===== config.mk =====
export PLATFORM = sky130hd
export DESIGN_NAME = gb_bus_top
export DESIGN_NICKNAME = d
export VERILOG_FILES = /design/src/hw/gb_bus_pkg.sv /design/src/hw/gb_memmap.sv /design/src/hw/gb_iomap.sv /design/src/hw/gb_mem_arbiter.sv /design/src/hw/gb_read_mux.sv /design/src/hw/gb_reset_seq.sv /design/src/hw/gb_bus_top.sv
export SDC_FILE = /design/constraint.sdc
export NUM_CORES = 1
export LEC_CHECK = 0
export BUFFER_PORTS_ARGS = -buffer_cell sky130_fd_sc_hd__clkbuf_2
export CAP_MARGIN = 20
export CORE_AREA = 5 5 102 104
export CTS_CLUSTER_DIAMETER = 40
export CTS_CLUSTER_SIZE = 24
export DETAILED_ROUTE_END_ITERATION = 6
export DIE_AREA = 0 0 107 109
export PLACE_DENSITY = 0.71
export SLEW_MARGIN = 20
export SYNTH_ARGS = -nofsm -noshare
export SYNTH_HDL_FRONTEND = slang
export SYNTH_SLANG_ARGS = --single-unit
export TNS_END_PERCENT = 100

===== constraint.sdc =====
create_clock -name gbclk -period 2.26 [get_ports gbclk]
set_clock_uncertainty 0.2 [all_clocks]
set_input_delay 0.339 -clock gbclk [delete_from_list [all_inputs] [get_ports gbclk]]
set_output_delay 0.339 -clock gbclk [all_outputs]
set_load 0.02 [all_outputs]

===== src/hw/gb_bus_pkg.sv =====
package gb_bus_pkg;

	localparam int ADR_W   = 16;
	localparam int DATA_W  = 8;
	localparam int VRAM_AW = 13;
	localparam int OAM_AW  = 8;

	// value seen on an undriven data bus (pull-ups).
	localparam logic [DATA_W-1:0] OPEN_BUS = 8'hff;

	typedef struct packed {
		logic [7:0] page;
		logic [7:0] offset;
	} cpu_adr_split_t;

	// the memory map looks at the whole word, the I/O map only at the low byte.
	typedef union packed {
		logic [ADR_W-1:0] full;
		cpu_adr_split_t   split;
	} cpu_adr_u;

	typedef struct packed {
		cpu_adr_u          adr;
		logic              rd;
		logic              wr;
		logic [DATA_W-1:0] wdata;
	} cpu_req_t;

	typedef struct packed {
		logic              active;
		logic [ADR_W-1:0]  src;
		logic [OAM_AW-1:0] dst;
		logic              rd;
		logic              wr;
		logic [DATA_W-1:0] data;
	} dma_req_t;

	typedef struct packed {
		logic [ADR_W-1:0] adr;
		logic             rd;
		logic             needs_vram;
		logic             needs_oam;
	} ppu_req_t;

	typedef struct packed {
		logic boot;
		logic rom;
		logic vram;
		logic xram;
		logic wram;
		logic oam;
		logic io;
	} region_t;

	typedef struct packed {
		logic joypad;
		logic serial;
		logic timer;
		logic int_flag;
		logic sound;
		logic ppu;
		logic boot_reg;
		logic hram;
		logic int_ena;
	} io_sel_t;

	typedef struct packed {
		logic [DATA_W-1:0] hram;
		logic [DATA_W-1:0] joy;
		logic [DATA_W-1:0] sio;
		logic [DATA_W-1:0] tim;
		logic [DATA_W-1:0] snd;
		logic [DATA_W-1:0] ppu;
		logic [DATA_W-1:0] cpureg;
		logic [DATA_W-1:0] brom;
		logic [DATA_W-1:0] vram;
		logic [DATA_W-1:0] oam;
		logic [DATA_W-1:0] ext;
	} periph_rdata_t;

	typedef struct packed {
		logic [VRAM_AW-1:0] adr;
		logic               rd;
		logic               wr;
		logic [DATA_W-1:0]  wdata;
	} vram_port_t;

	typedef struct packed {
		logic [OAM_AW-1:0] adr;
		logic              rd;
		logic              wr;
		logic [DATA_W-1:0] wdata;
	} oam_port_t;

	typedef struct packed {
		logic [ADR_W-1:0]  adr;
		logic              rd;
		logic              wr;
		logic [DATA_W-1:0] wdata;
		logic              cs_rom;
		logic              cs_xram;
		logic              cs_wram;
	} ext_port_t;

endpackage


===== src/hw/gb_memmap.sv =====
`timescale 1ns/1ns

module gb_memmap #(
	parameter bit BOOT_OVERLAY = 1'b0
) (
	input  gb_bus_pkg::cpu_adr_u adr,
	input  logic                 boot_hidden,
	output gb_bus_pkg::region_t  region
);

	logic [gb_bus_pkg::ADR_W-1:0] a;

	assign a = adr.full;

	always_comb begin
		region = '0;
		if (!a[15]) begin
			// the boot ROM overlays the first page until software hides it.
			if (BOOT_OVERLAY && !boot_hidden && a[15:8] == 8'h00)
				region.boot = 1'b1;
			else
				region.rom = 1'b1;
		end else if (a[14:13] == 2'b00) begin
			region.vram = 1'b1;
		end else if (a[14:13] == 2'b01) begin
			region.xram = 1'b1;
		end else if (a < 16'hfe00) begin
			// echo RAM at E000-FDFF maps back onto WRAM.
			region.wram = 1'b1;
		end else if (a < 16'hfea0) begin
			region.oam = 1'b1;
		end else if (a >= 16'hff00) begin
			region.io = 1'b1;
		end
	end

endmodule


===== src/hw/gb_iomap.sv =====
`timescale 1ns/1ns

module gb_iomap (
	input  gb_bus_pkg::cpu_adr_u adr,
	input  logic                 in_io,
	output gb_bus_pkg::io_sel_t  io_sel
);

	logic [7:0] ofs;

	assign ofs = adr.split.offset;

	always_comb begin
		io_sel = '0;
		if (in_io) begin
			case (ofs) inside
				8'h00:          io_sel.joypad   = 1'b1;
				[8'h01:8'h02]:  io_sel.serial   = 1'b1;
				[8'h04:8'h07]:  io_sel.timer    = 1'b1;
				8'h0f:          io_sel.int_flag = 1'b1;
				[8'h10:8'h3f]:  io_sel.sound    = 1'b1;
				[8'h40:8'h4b]:  io_sel.ppu      = 1'b1;
				8'h50:          io_sel.boot_reg = 1'b1;
				[8'h80:8'hfe]:  io_sel.hram     = 1'b1;
				8'hff:          io_sel.int_ena  = 1'b1;
				// unmapped holes select nothing.
				default: ;
			endcase
		end
	end

endmodule


===== src/hw/gb_mem_arbiter.sv =====
`timescale 1ns/1ns

module gb_mem_arbiter (
	input  logic                    gbclk,
	input  logic                    rst_n,
	input  logic                    reset_done,
	input  gb_bus_pkg::cpu_req_t    cpu,
	input  gb_bus_pkg::dma_req_t    dma,
	input  gb_bus_pkg::ppu_req_t    ppu,
	input  gb_bus_pkg::region_t     cpu_region,
	input  gb_bus_pkg::region_t     dma_region,
	output gb_bus_pkg::vram_port_t  vram,
	output gb_bus_pkg::oam_port_t   oam,
	output gb_bus_pkg::ext_port_t   ext,
	output logic                    ext_oe
);

	logic dma_ext;
	logic wr_q;

	assign dma_ext = dma.active && (dma_region.rom || dma_region.xram || dma_region.wram);

	// the PPU owns VRAM during its fetch windows, then DMA, then the CPU.
	always_comb begin
		vram = '0;
		if (ppu.needs_vram) begin
			vram.adr = ppu.adr[gb_bus_pkg::VRAM_AW-1:0];
			vram.rd  = ppu.rd;
		end else if (dma.active && dma_region.vram) begin
			vram.adr = dma.src[gb_bus_pkg::VRAM_AW-1:0];
			vram.rd  = dma.rd;
		end else if (cpu_region.vram) begin
			vram.adr   = cpu.adr.full[gb_bus_pkg::VRAM_AW-1:0];
			vram.rd    = cpu.rd;
			vram.wr    = cpu.wr;
			vram.wdata = cpu.wdata;
		end
	end

	always_comb begin
		oam = '0;
		if (ppu.needs_oam) begin
			oam.adr = ppu.adr[gb_bus_pkg::OAM_AW-1:0];
			oam.rd  = ppu.rd;
		end else if (dma.active) begin
			// an active DMA always writes its destination slot.
			oam.adr   = dma.dst;
			oam.wr    = dma.wr;
			oam.wdata = dma.data;
		end else if (cpu_region.oam) begin
			oam.adr   = cpu.adr.full[gb_bus_pkg::OAM_AW-1:0];
			oam.rd    = cpu.rd;
			oam.wr    = cpu.wr;
			oam.wdata = cpu.wdata;
		end
	end

	always_comb begin
		ext.wdata   = cpu.wdata;
		ext.cs_rom  = cpu_region.rom || dma_region.rom;
		ext.cs_xram = cpu_region.xram || dma_region.xram;
		ext.cs_wram = cpu_region.wram || dma_region.wram;
		if (dma_ext) begin
			ext.adr = dma.src;
			ext.rd  = dma.rd;
			ext.wr  = 1'b0;
		end else begin
			ext.adr = cpu.adr.full;
			ext.rd  = cpu.rd;
			ext.wr  = cpu.wr;
		end
	end

	// keep the data pins driven one cycle past the write for hold time.
	always_ff @(posedge gbclk) begin
		if (!rst_n)
			wr_q <= 1'b0;
		else
			wr_q <= ext.wr;
	end

	assign ext_oe = reset_done && (ext.wr || wr_q);

endmodule


===== src/hw/gb_read_mux.sv =====
`timescale 1ns/1ns

module gb_read_mux (
	input  gb_bus_pkg::region_t       cpu_region,
	input  gb_bus_pkg::region_t       dma_region,
	input  gb_bus_pkg::io_sel_t       io_sel,
	input  gb_bus_pkg::dma_req_t      dma,
	input  gb_bus_pkg::ppu_req_t      ppu,
	input  gb_bus_pkg::periph_rdata_t rdata,
	output logic [gb_bus_pkg::DATA_W-1:0] cpu_rdata,
	output logic [gb_bus_pkg::DATA_W-1:0] dma_rdata
);

	logic cpu_ext;
	logic dma_ext;
	logic dma_vram;

	assign cpu_ext  = cpu_region.rom || cpu_region.xram || cpu_region.wram;
	assign dma_ext  = dma_region.rom || dma_region.xram || dma_region.wram;
	assign dma_vram = dma.active && dma_region.vram;

	// a memory that another master holds this cycle reads as open bus.
	always_comb begin
		if (io_sel.hram)
			cpu_rdata = rdata.hram;
		else if (io_sel.joypad)
			cpu_rdata = rdata.joy;
		else if (io_sel.serial)
			cpu_rdata = rdata.sio;
		else if (io_sel.timer)
			cpu_rdata = rdata.tim;
		else if (io_sel.sound)
			cpu_rdata = rdata.snd;
		else if (io_sel.ppu)
			cpu_rdata = rdata.ppu;
		else if (io_sel.int_flag || io_sel.int_ena)
			cpu_rdata = rdata.cpureg;
		else if (cpu_region.boot)
			cpu_rdata = rdata.brom;
		else if (cpu_region.vram && !dma_vram && !ppu.needs_vram)
			cpu_rdata = rdata.vram;
		else if (cpu_region.oam && !dma.active && !ppu.needs_oam)
			cpu_rdata = rdata.oam;
		else if (cpu_ext && !(dma.active && dma_ext))
			cpu_rdata = rdata.ext;
		else
			cpu_rdata = gb_bus_pkg::OPEN_BUS;
	end

	always_comb begin
		if (dma_region.vram && !ppu.needs_vram)
			dma_rdata = rdata.vram;
		else if (dma_ext)
			dma_rdata = rdata.ext;
		else
			dma_rdata = gb_bus_pkg::OPEN_BUS;
	end

endmodule


===== src/hw/gb_reset_seq.sv =====
`timescale 1ns/1ns

module gb_reset_seq #(
	parameter int INIT_TICK_W = 4,
	parameter int RST_TICK_W  = 4
) (
	input  logic gbclk,
	input  logic rst_n,
	input  logic gb_on,
	input  logic cart_mode,
	input  logic cart_rst_in,
	output logic reset_done,
	output logic reset_gb,
	output logic cart_rst_drive
);

	localparam logic [1:0] ST_ASSERT  = 2'd0;
	localparam logic [1:0] ST_RELEASE = 2'd1;
	localparam logic [1:0] ST_DONE    = 2'd2;

	logic [1:0]             state, state_n;
	logic [RST_TICK_W-1:0]  cnt, cnt_n;
	logic [INIT_TICK_W-1:0] init_cnt;
	logic                   init_done, init_done_n;
	logic                   gb_on_q;
	logic                   enter;

	always_comb begin
		init_done_n = init_done || (&init_cnt);
		// a power toggle or a reset from the cartridge restarts the sequence.
		enter   = (gb_on_q != gb_on) || (state == ST_DONE && cart_mode && !cart_rst_in);
		state_n = state;
		cnt_n   = cnt;
		if (init_done) begin
			if (enter) begin
				state_n = ST_ASSERT;
				cnt_n   = '0;
			end else begin
				case (state)
					ST_ASSERT: begin
						if (&cnt) begin
							state_n = ST_RELEASE;
							cnt_n   = '0;
						end else begin
							cnt_n = cnt + 1'b1;
						end
					end
					ST_RELEASE: begin
						// the cartridge may stretch the release phase by holding its pin low.
						if (gb_on && cart_mode && !cart_rst_in)
							cnt_n = '0;
						else if (&cnt)
							state_n = ST_DONE;
						else
							cnt_n = cnt + 1'b1;
					end
					default: ;
				endcase
			end
		end
	end

	always_ff @(posedge gbclk) begin
		if (!rst_n) begin
			init_cnt       <= '0;
			init_done      <= 1'b0;
			state          <= ST_ASSERT;
			cnt            <= '0;
			gb_on_q        <= 1'b0;
			reset_done     <= 1'b0;
			reset_gb       <= 1'b1;
			cart_rst_drive <= 1'b0;
		end else begin
			if (!init_done)
				init_cnt <= init_cnt + 1'b1;
			init_done      <= init_done_n;
			state          <= state_n;
			cnt            <= cnt_n;
			gb_on_q        <= gb_on;
			reset_done     <= state_n == ST_DONE;
			reset_gb       <= state_n != ST_DONE || !gb_on;
			cart_rst_drive <= init_done_n && gb_on && cart_mode && state_n != ST_ASSERT;
		end
	end

endmodule


===== src/hw/gb_bus_top.sv =====
`timescale 1ns/1ns

module gb_bus_top #(
	parameter int INIT_TICK_W = 4,
	parameter int RST_TICK_W  = 4
) (
	input  logic                          gbclk,
	input  logic                          rst_n,
	input  gb_bus_pkg::cpu_req_t          cpu,
	input  gb_bus_pkg::dma_req_t          dma,
	input  gb_bus_pkg::ppu_req_t          ppu,
	input  gb_bus_pkg::periph_rdata_t     rdata,
	input  logic                          boot_hidden,
	input  logic                          gb_on,
	input  logic                          cart_mode,
	input  logic                          cart_rst_in,
	output gb_bus_pkg::vram_port_t        vram,
	output gb_bus_pkg::oam_port_t         oam,
	output gb_bus_pkg::ext_port_t         ext,
	output logic                          ext_oe,
	output gb_bus_pkg::io_sel_t           io_sel,
	output logic [gb_bus_pkg::DATA_W-1:0] cpu_rdata,
	output logic [gb_bus_pkg::DATA_W-1:0] dma_rdata,
	output logic                          reset_gb,
	output logic                          reset_done,
	output logic                          cart_rst_drive,
	output logic                          cart_rst_out
);

	gb_bus_pkg::region_t cpu_region;
	gb_bus_pkg::region_t dma_region;

	gb_memmap #(.BOOT_OVERLAY(1'b1)) cpu_map (
		.adr(cpu.adr),
		.boot_hidden(boot_hidden),
		.region(cpu_region)
	);

	// the DMA never sees the boot ROM.
	gb_memmap #(.BOOT_OVERLAY(1'b0)) dma_map (
		.adr(dma.src),
		.boot_hidden(1'b1),
		.region(dma_region)
	);

	gb_iomap io_map (
		.adr(cpu.adr),
		.in_io(cpu_region.io),
		.io_sel(io_sel)
	);

	gb_mem_arbiter arbiter (
		.gbclk(gbclk),
		.rst_n(rst_n),
		.reset_done(reset_done),
		.cpu(cpu),
		.dma(dma),
		.ppu(ppu),
		.cpu_region(cpu_region),
		.dma_region(dma_region),
		.vram(vram),
		.oam(oam),
		.ext(ext),
		.ext_oe(ext_oe)
	);

	gb_read_mux read_mux (
		.cpu_region(cpu_region),
		.dma_region(dma_region),
		.io_sel(io_sel),
		.dma(dma),
		.ppu(ppu),
		.rdata(rdata),
		.cpu_rdata(cpu_rdata),
		.dma_rdata(dma_rdata)
	);

	gb_reset_seq #(
		.INIT_TICK_W(INIT_TICK_W),
		.RST_TICK_W(RST_TICK_W)
	) reset_seq (
		.gbclk(gbclk),
		.rst_n(rst_n),
		.gb_on(gb_on),
		.cart_mode(cart_mode),
		.cart_rst_in(cart_rst_in),
		.reset_done(reset_done),
		.reset_gb(reset_gb),
		.cart_rst_drive(cart_rst_drive)
	);

	assign cart_rst_out = !cart_rst_drive;

endmodule


# Yosys cells after proc, flatten, opt, wreduce, memory -nomap -nowiden
# Index checks and enable logic that the tools add are counted.
[totals] register_bits=16 inputBits=174 out_inout_bits=100 elab_cells=197
[classes] n_addsub=2 order_cmp=16 n_eq_ne=11 n_mux=106 reduce_logical=53
[ops] operator="two-way mux 8 bit" n=14
[ops] operator="< comparator 16 bit, second input constant" n=4
[ops] operator="two-way mux 1 bit" n=61
[ops] operator="two-way mux 9 bit" n=6
[ops] operator="two-way mux 18 bit" n=2
[ops] operator=">= comparator 16 bit, second input constant" n=2
[ops] operator="two-way mux 14 bit" n=2
[ops] operator="two-way mux 4 bit" n=6
[ops] operator="two-way mux 23 bit" n=1
[ops] operator="logical AND 1 bit" n=22
[ops] operator="zero test 8 bit" n=2
[ops] operator="two-way mux 2 bit" n=8
[ops] operator="logical OR 1 bit" n=12
[ops] operator="two-way mux 5 bit" n=2
[ops] operator="zero test 1 bit" n=9
[ops] operator="adder 4 x 1 -> 4 bit, second input constant" n=2
[ops] operator="== test 8 x 4 -> 1 bit, second input constant" n=1
[ops] operator="== test 8 x 7 -> 1 bit, second input constant" n=1
[ops] operator="== test 8 bit, second input constant" n=1
[ops] operator=">= comparator 8 x 1 -> 1 bit, second input constant" n=1
[ops] operator=">= comparator 8 x 3 -> 1 bit, second input constant" n=1
[ops] operator=">= comparator 8 x 5 -> 1 bit, second input constant" n=1
[ops] operator=">= comparator 8 x 7 -> 1 bit, second input constant" n=1
[ops] operator=">= comparator 8 bit, second input constant" n=1
[ops] operator="18 further kinds" n=25

# Logic depth before layout (Yosys ltp)
[depth] ltp_word=23 mapped_depth=10 ltp_nobuf=8

# By module
# A second synthesis with hierarchy kept.
[unflattened] hier_cells=432 area_unflattened_um2=3235.6
[by_module_without_submodules] mod="gb_mem_arbiter" n_inst=1 cells_each=149 area_each_um2=1079.8 seq_area_each_um2=20.0
[by_module_without_submodules] mod="gb_read_mux" n_inst=1 cells_each=157 area_each_um2=1037.2 seq_area_each_um2=0.0
[by_module_without_submodules] mod="gb_reset_seq" n_inst=1 cells_each=78 area_each_um2=772.0 seq_area_each_um2=300.3
[by_module_without_submodules] mod="gb_iomap" n_inst=1 cells_each=21 area_each_um2=155.1 seq_area_each_um2=0.0
[by_module_without_submodules] mod="gb_memmap (cpu_map)" n_inst=1 cells_each=13 area_each_um2=100.1 seq_area_each_um2=0.0
[by_module_without_submodules] mod="gb_memmap (dma_map)" n_inst=1 cells_each=12 area_each_um2=83.8 seq_area_each_um2=0.0
[by_module_without_submodules] mod="gb_bus_top" n_inst=1 cells_each=2 area_each_um2=7.5 seq_area_each_um2=0.0

# Worst setup path after synthesis
# No wires, ideal clock.
[synth_timing] kind="input port to output port" start="input port cpu[13] in the netlist's numbering" end="output port cpu_rdata[1] in the netlist's numbering" arrival_ps=2194 required_ps=1721 slack_ps=-473 path_stages=8 path_buffers=1 cell_sequence="clkbuf_1 > a211o_1 > or2_1 > nor2_1 > a221oi_1 > nor2_1 > a211oi_2 > a21oi_1"
[synth_rtl] element="start, declared" line="gb_bus_top.sv:9" source="input gb_bus_pkg::cpu_req_t cpu,"
[synth_rtl] element="end, declared" line="gb_bus_top.sv:22" source="output logic [gb_bus_pkg::DATA_W-1:0] cpu_rdata,"

# Worst setup path in the final report
[layout_timing] start="input port cpu[14] in the netlist's numbering" end="output port cpu_rdata[1] in the netlist's numbering"
[layout_via] elab_chain_cells=19 word_cells_on_any_way=85 classes_between="order compare: 13; eq/ne: 3; mux: 58; reduce/logical: 11"
[layout_rtl] element=">= comparator 8 bit (no source line) (tied with other cells)"
[layout_rtl] element="logical AND 1 bit (no source line) or two-way mux 1 bit (tied branches)"
[layout_rtl] element="two-way mux 1 bit (8 in series)" line="gb_iomap.sv:16" source="case (ofs) inside"
[layout_rtl] element="two-way mux 9 bit" line="gb_iomap.sv:15" source="if (in_io) begin"
[layout_rtl] element="logical OR 1 bit" line="gb_read_mux.sv:36" source="else if (io_sel.int_flag || io_sel.int_ena)"
[layout_rtl] element="two-way mux 8 bit" line="gb_read_mux.sv:36"
[layout_rtl] element="two-way mux 8 bit" line="gb_read_mux.sv:34" source="else if (io_sel.ppu)"
[layout_rtl] element="two-way mux 8 bit" line="gb_read_mux.sv:32" source="else if (io_sel.sound)"
[layout_rtl] element="two-way mux 8 bit" line="gb_read_mux.sv:30" source="else if (io_sel.timer)"
[layout_rtl] element="two-way mux 8 bit" line="gb_read_mux.sv:28" source="else if (io_sel.serial)"
[layout_rtl] element="two-way mux 8 bit" line="gb_read_mux.sv:26" source="else if (io_sel.joypad)"
[layout_rtl] element="two-way mux 8 bit (*)" line="gb_read_mux.sv:24" source="if (io_sel.hram)"
# Mark *: on every way between the ends. The rest lies on a longest branch, timed or not.

==> flow_summary_export.csv <==
group,metric,value,unit
layout,layout_common_cells,"clkbuf_2 (232), buf_4 (88), nand2_1 (51)",
sta,slew_headroom,63.92,%
global_route,grt_overflow,0,
placed_design,hpwl,12910,um
die,fp-row-count,36,
die,die_h,109,um
layout,antenna-diode-count,0,
layout,final_area,5697,um^2
synthesis,yosys_warnings,0,
flow_run,drv_cap,0,
die,core-area,9459,um^2
outcome,status,"finished, violations left",
sta,hold_viol_final,0,
sta,drv_slew,0,
detailed_routing,wirelength,16520,um
synthesis,synth_ff_type,"dfxtp_1",
synthesis,avgSynthCellArea,6.838,um^2
synthesis,synthCells,406,
critical_path,arrival,2.05,ns
layout,finalCoreUtilization,60.22,%
detailed_routing,dr.first_iter.drc_count,342,
layout,final_common_cell,"clkbuf_2",
placed_design,place_area,4820,um^2
sta,finalSetupTns,-2.775,ns
placed_design,dp.cells,836,
detailed_routing,drtAntennaViolNets,0,
sta,worst_slew_pin_slew,0.5355,ns
placed_design,place_ws,-0.4315,ns
sta,setup_viol,24,
detailed_routing,vias,4785,
clocking,hold_buffers,0,
critical_path,criticalPathCategory,"in -> out",
sta,max_freq,0.3867,GHz
pwr,ir_drop,0.0004194,V
clocking,max-clock-path-buffers,2,
layout,nets,923,
die,io_pins,274,
pwr,p_leak,2.816,nW
synthesis,synth-async-reset-ratio,0,%
synthesis,synth.net_count,582,
layout,layoutNonFillerInstCount,860,
synthesis,synth_area,2776,um^2
synthesis,synth_edf_count,0,
synthesis,yosysSeqAreaShare,11.54,%
detailed_routing,drt-vias-per-instance,5.564,
clocking,cts_max_level,1,
die,start_util,29.35,%
detailed_routing,drc,0,
critical_path,rrSetupSlack,0.21,ns
sta,min_period_over_period,114.4,%
sta,whs,0.1077,ns
placed_design,io_buffers,270,
detailed_routing,dr.pass1.iters,6,
global_route,grt_pass1_wl,24500,um
die,dieArea,11660,um^2
sta,rsz0062_at_grt,"true",
critical_path,cp.required,1.72,ns
synthesis,synth_seq_cells,16,
sta,setup_ws,-0.3260,ns
clocking,clkSlewWorstSetupHoldPaths,0.06,ns
detailed_routing,routedWlPerCell,19.21,um
global_route,grt_max_degree,24,
layout,drive_gt1_share,64.21,%
pwr,p_total,1.438,mW
clocking,cts.sinks,16,
clocking,cts_buffers,3,
clocking,cts_tree,"yes",
global_route,grt_pass1_vias,4828,
outcome,violations,"negative setup slack",
sta,fin_crit,2.586,ns
clocking,root_buffer,"clkbuf_8",
global_route,antenna_found_initial,0,
worst_hold_path,worstHoldPathType,"in -> reg",
die,die_x,107,um
synthesis,synth.distinct_cells,63,
critical_path,crit_fanout,4,
critical_path,start_kind,"input port",
layout,syn2layout_area_growth,105.2,%
clocking,clock_latency,0.25,ns
placed_design,gp_congestion,0.9068,
pwr,power-per-cell-area,252.4,nW/um^2
global_route,grt_use_total,26.37,%
critical_path,end_kind,"primary output",
synthesized netlist by cell type (6+ instances only):
cell type	number	area, um^2
nand2_1	63	236.5
nor2_1	30	112.6
a22oi_1	23	172.7
dfxtp_1	16	320.3
mux2_2	16	180.2
and2_1	15	93.84
a21oi_1	14	70.07
nor3_1	14	70.07
inv_1	13	48.80
o22ai_1	13	81.33
buf_2	12	60.06
clkbuf_1	12	45.04
nand3_1	12	60.06
a222oi_1	10	100.1
a22o_1	10	87.58
nor2b_1	10	62.56
buf_4	9	67.56
o22a_1	9	78.83
o21ai_0	8	40.04
nand2b_1	6	37.54
cell families after synthesis:
group / share of synthesized area (%)
AO/OA/AOI/OAI: 34.66
adder cells (fa/ha/maj): 0.9012
multiplexers: 7.210
flip-flops: 11.54
AND/OR/NAND/NOR: 35.33
XOR/XNOR: 1.577
buffers and inverters: 8.788
timing repair:
action                                  in CTS  in global routing
endpoints found under the setup margin      79                 66
gates cloned                                 4                  1
pin swaps                                   49                 32
gates resized for setup                    110                 66
setup buffers                                9                 10
path summary, 6_finish.rpt:
kind	startpoint	end	cells after the start
max	cpu[14]	cpu_rdata[1]	9
min	gb_on	reset_seq.reset_gb$_SDFF_PN1_	2
max reg2reg	reset_seq.cnt[0]$_SDFFE_PN0P_	reset_seq.cnt[3]$_SDFFE_PN0P_	8
min reg2reg	reset_seq.cnt[2]$_SDFFE_PN0P_	reset_seq.cnt[2]$_SDFFE_PN0P_	2
power by group:
group	total, mW	leakage [nW]	internal, mW	switching (mW)
Combinational	0.891	2.66	0.421	0.470
Sequential	0.293	0.130	0.289	0.00477
Clock	0.254	0.0288	0.155	0.0991
Total	1.44	2.82	0.864	0.574
flip-flops by register name, summed over array words and instances (netlist names):
signal,flops
reset_seq.init_cnt,4
reset_seq.state,2
reset_seq.reset_gb,1
reset_seq.cnt,4
reset_seq.cart_rst_drive,1
reset_seq.reset_done,1
reset_seq.init_done,1
reset_seq.gb_on_q,1
arbiter.wr_q,1
worst max-delay path, cell delays in order:
cell	delay (ns)
clkbuf_16	0.13
nor4_4	0.34
nand4_4	0.17
or3_4	0.41
a21oi_4	0.14
nor2_1	0.06
a211oi_2	0.23
a21oi_4	0.09
buf_8	0.13
per-layer routing:
metal / routed length [um] / track usage, % / up-vias
met5: 0 / 0 / -
met4: 526 / 11.23 / 0
met3: 1262 / 3.316 / 44
met2: 8473 / 47.17 / 307
met1: 6260 / 31.78 / 2223
li1: - / - / 2211
area by class of cell:
type                    count  area, um^2
fillers                   831        3762
multi-input cells         343        2613
repair buffers            368        2502
flip-flops and latches     16       320.3
well taps                 114       142.6
inverters                  15       63.81
clock buffers               4       55.05
Power figures use the tool's default switching activity.
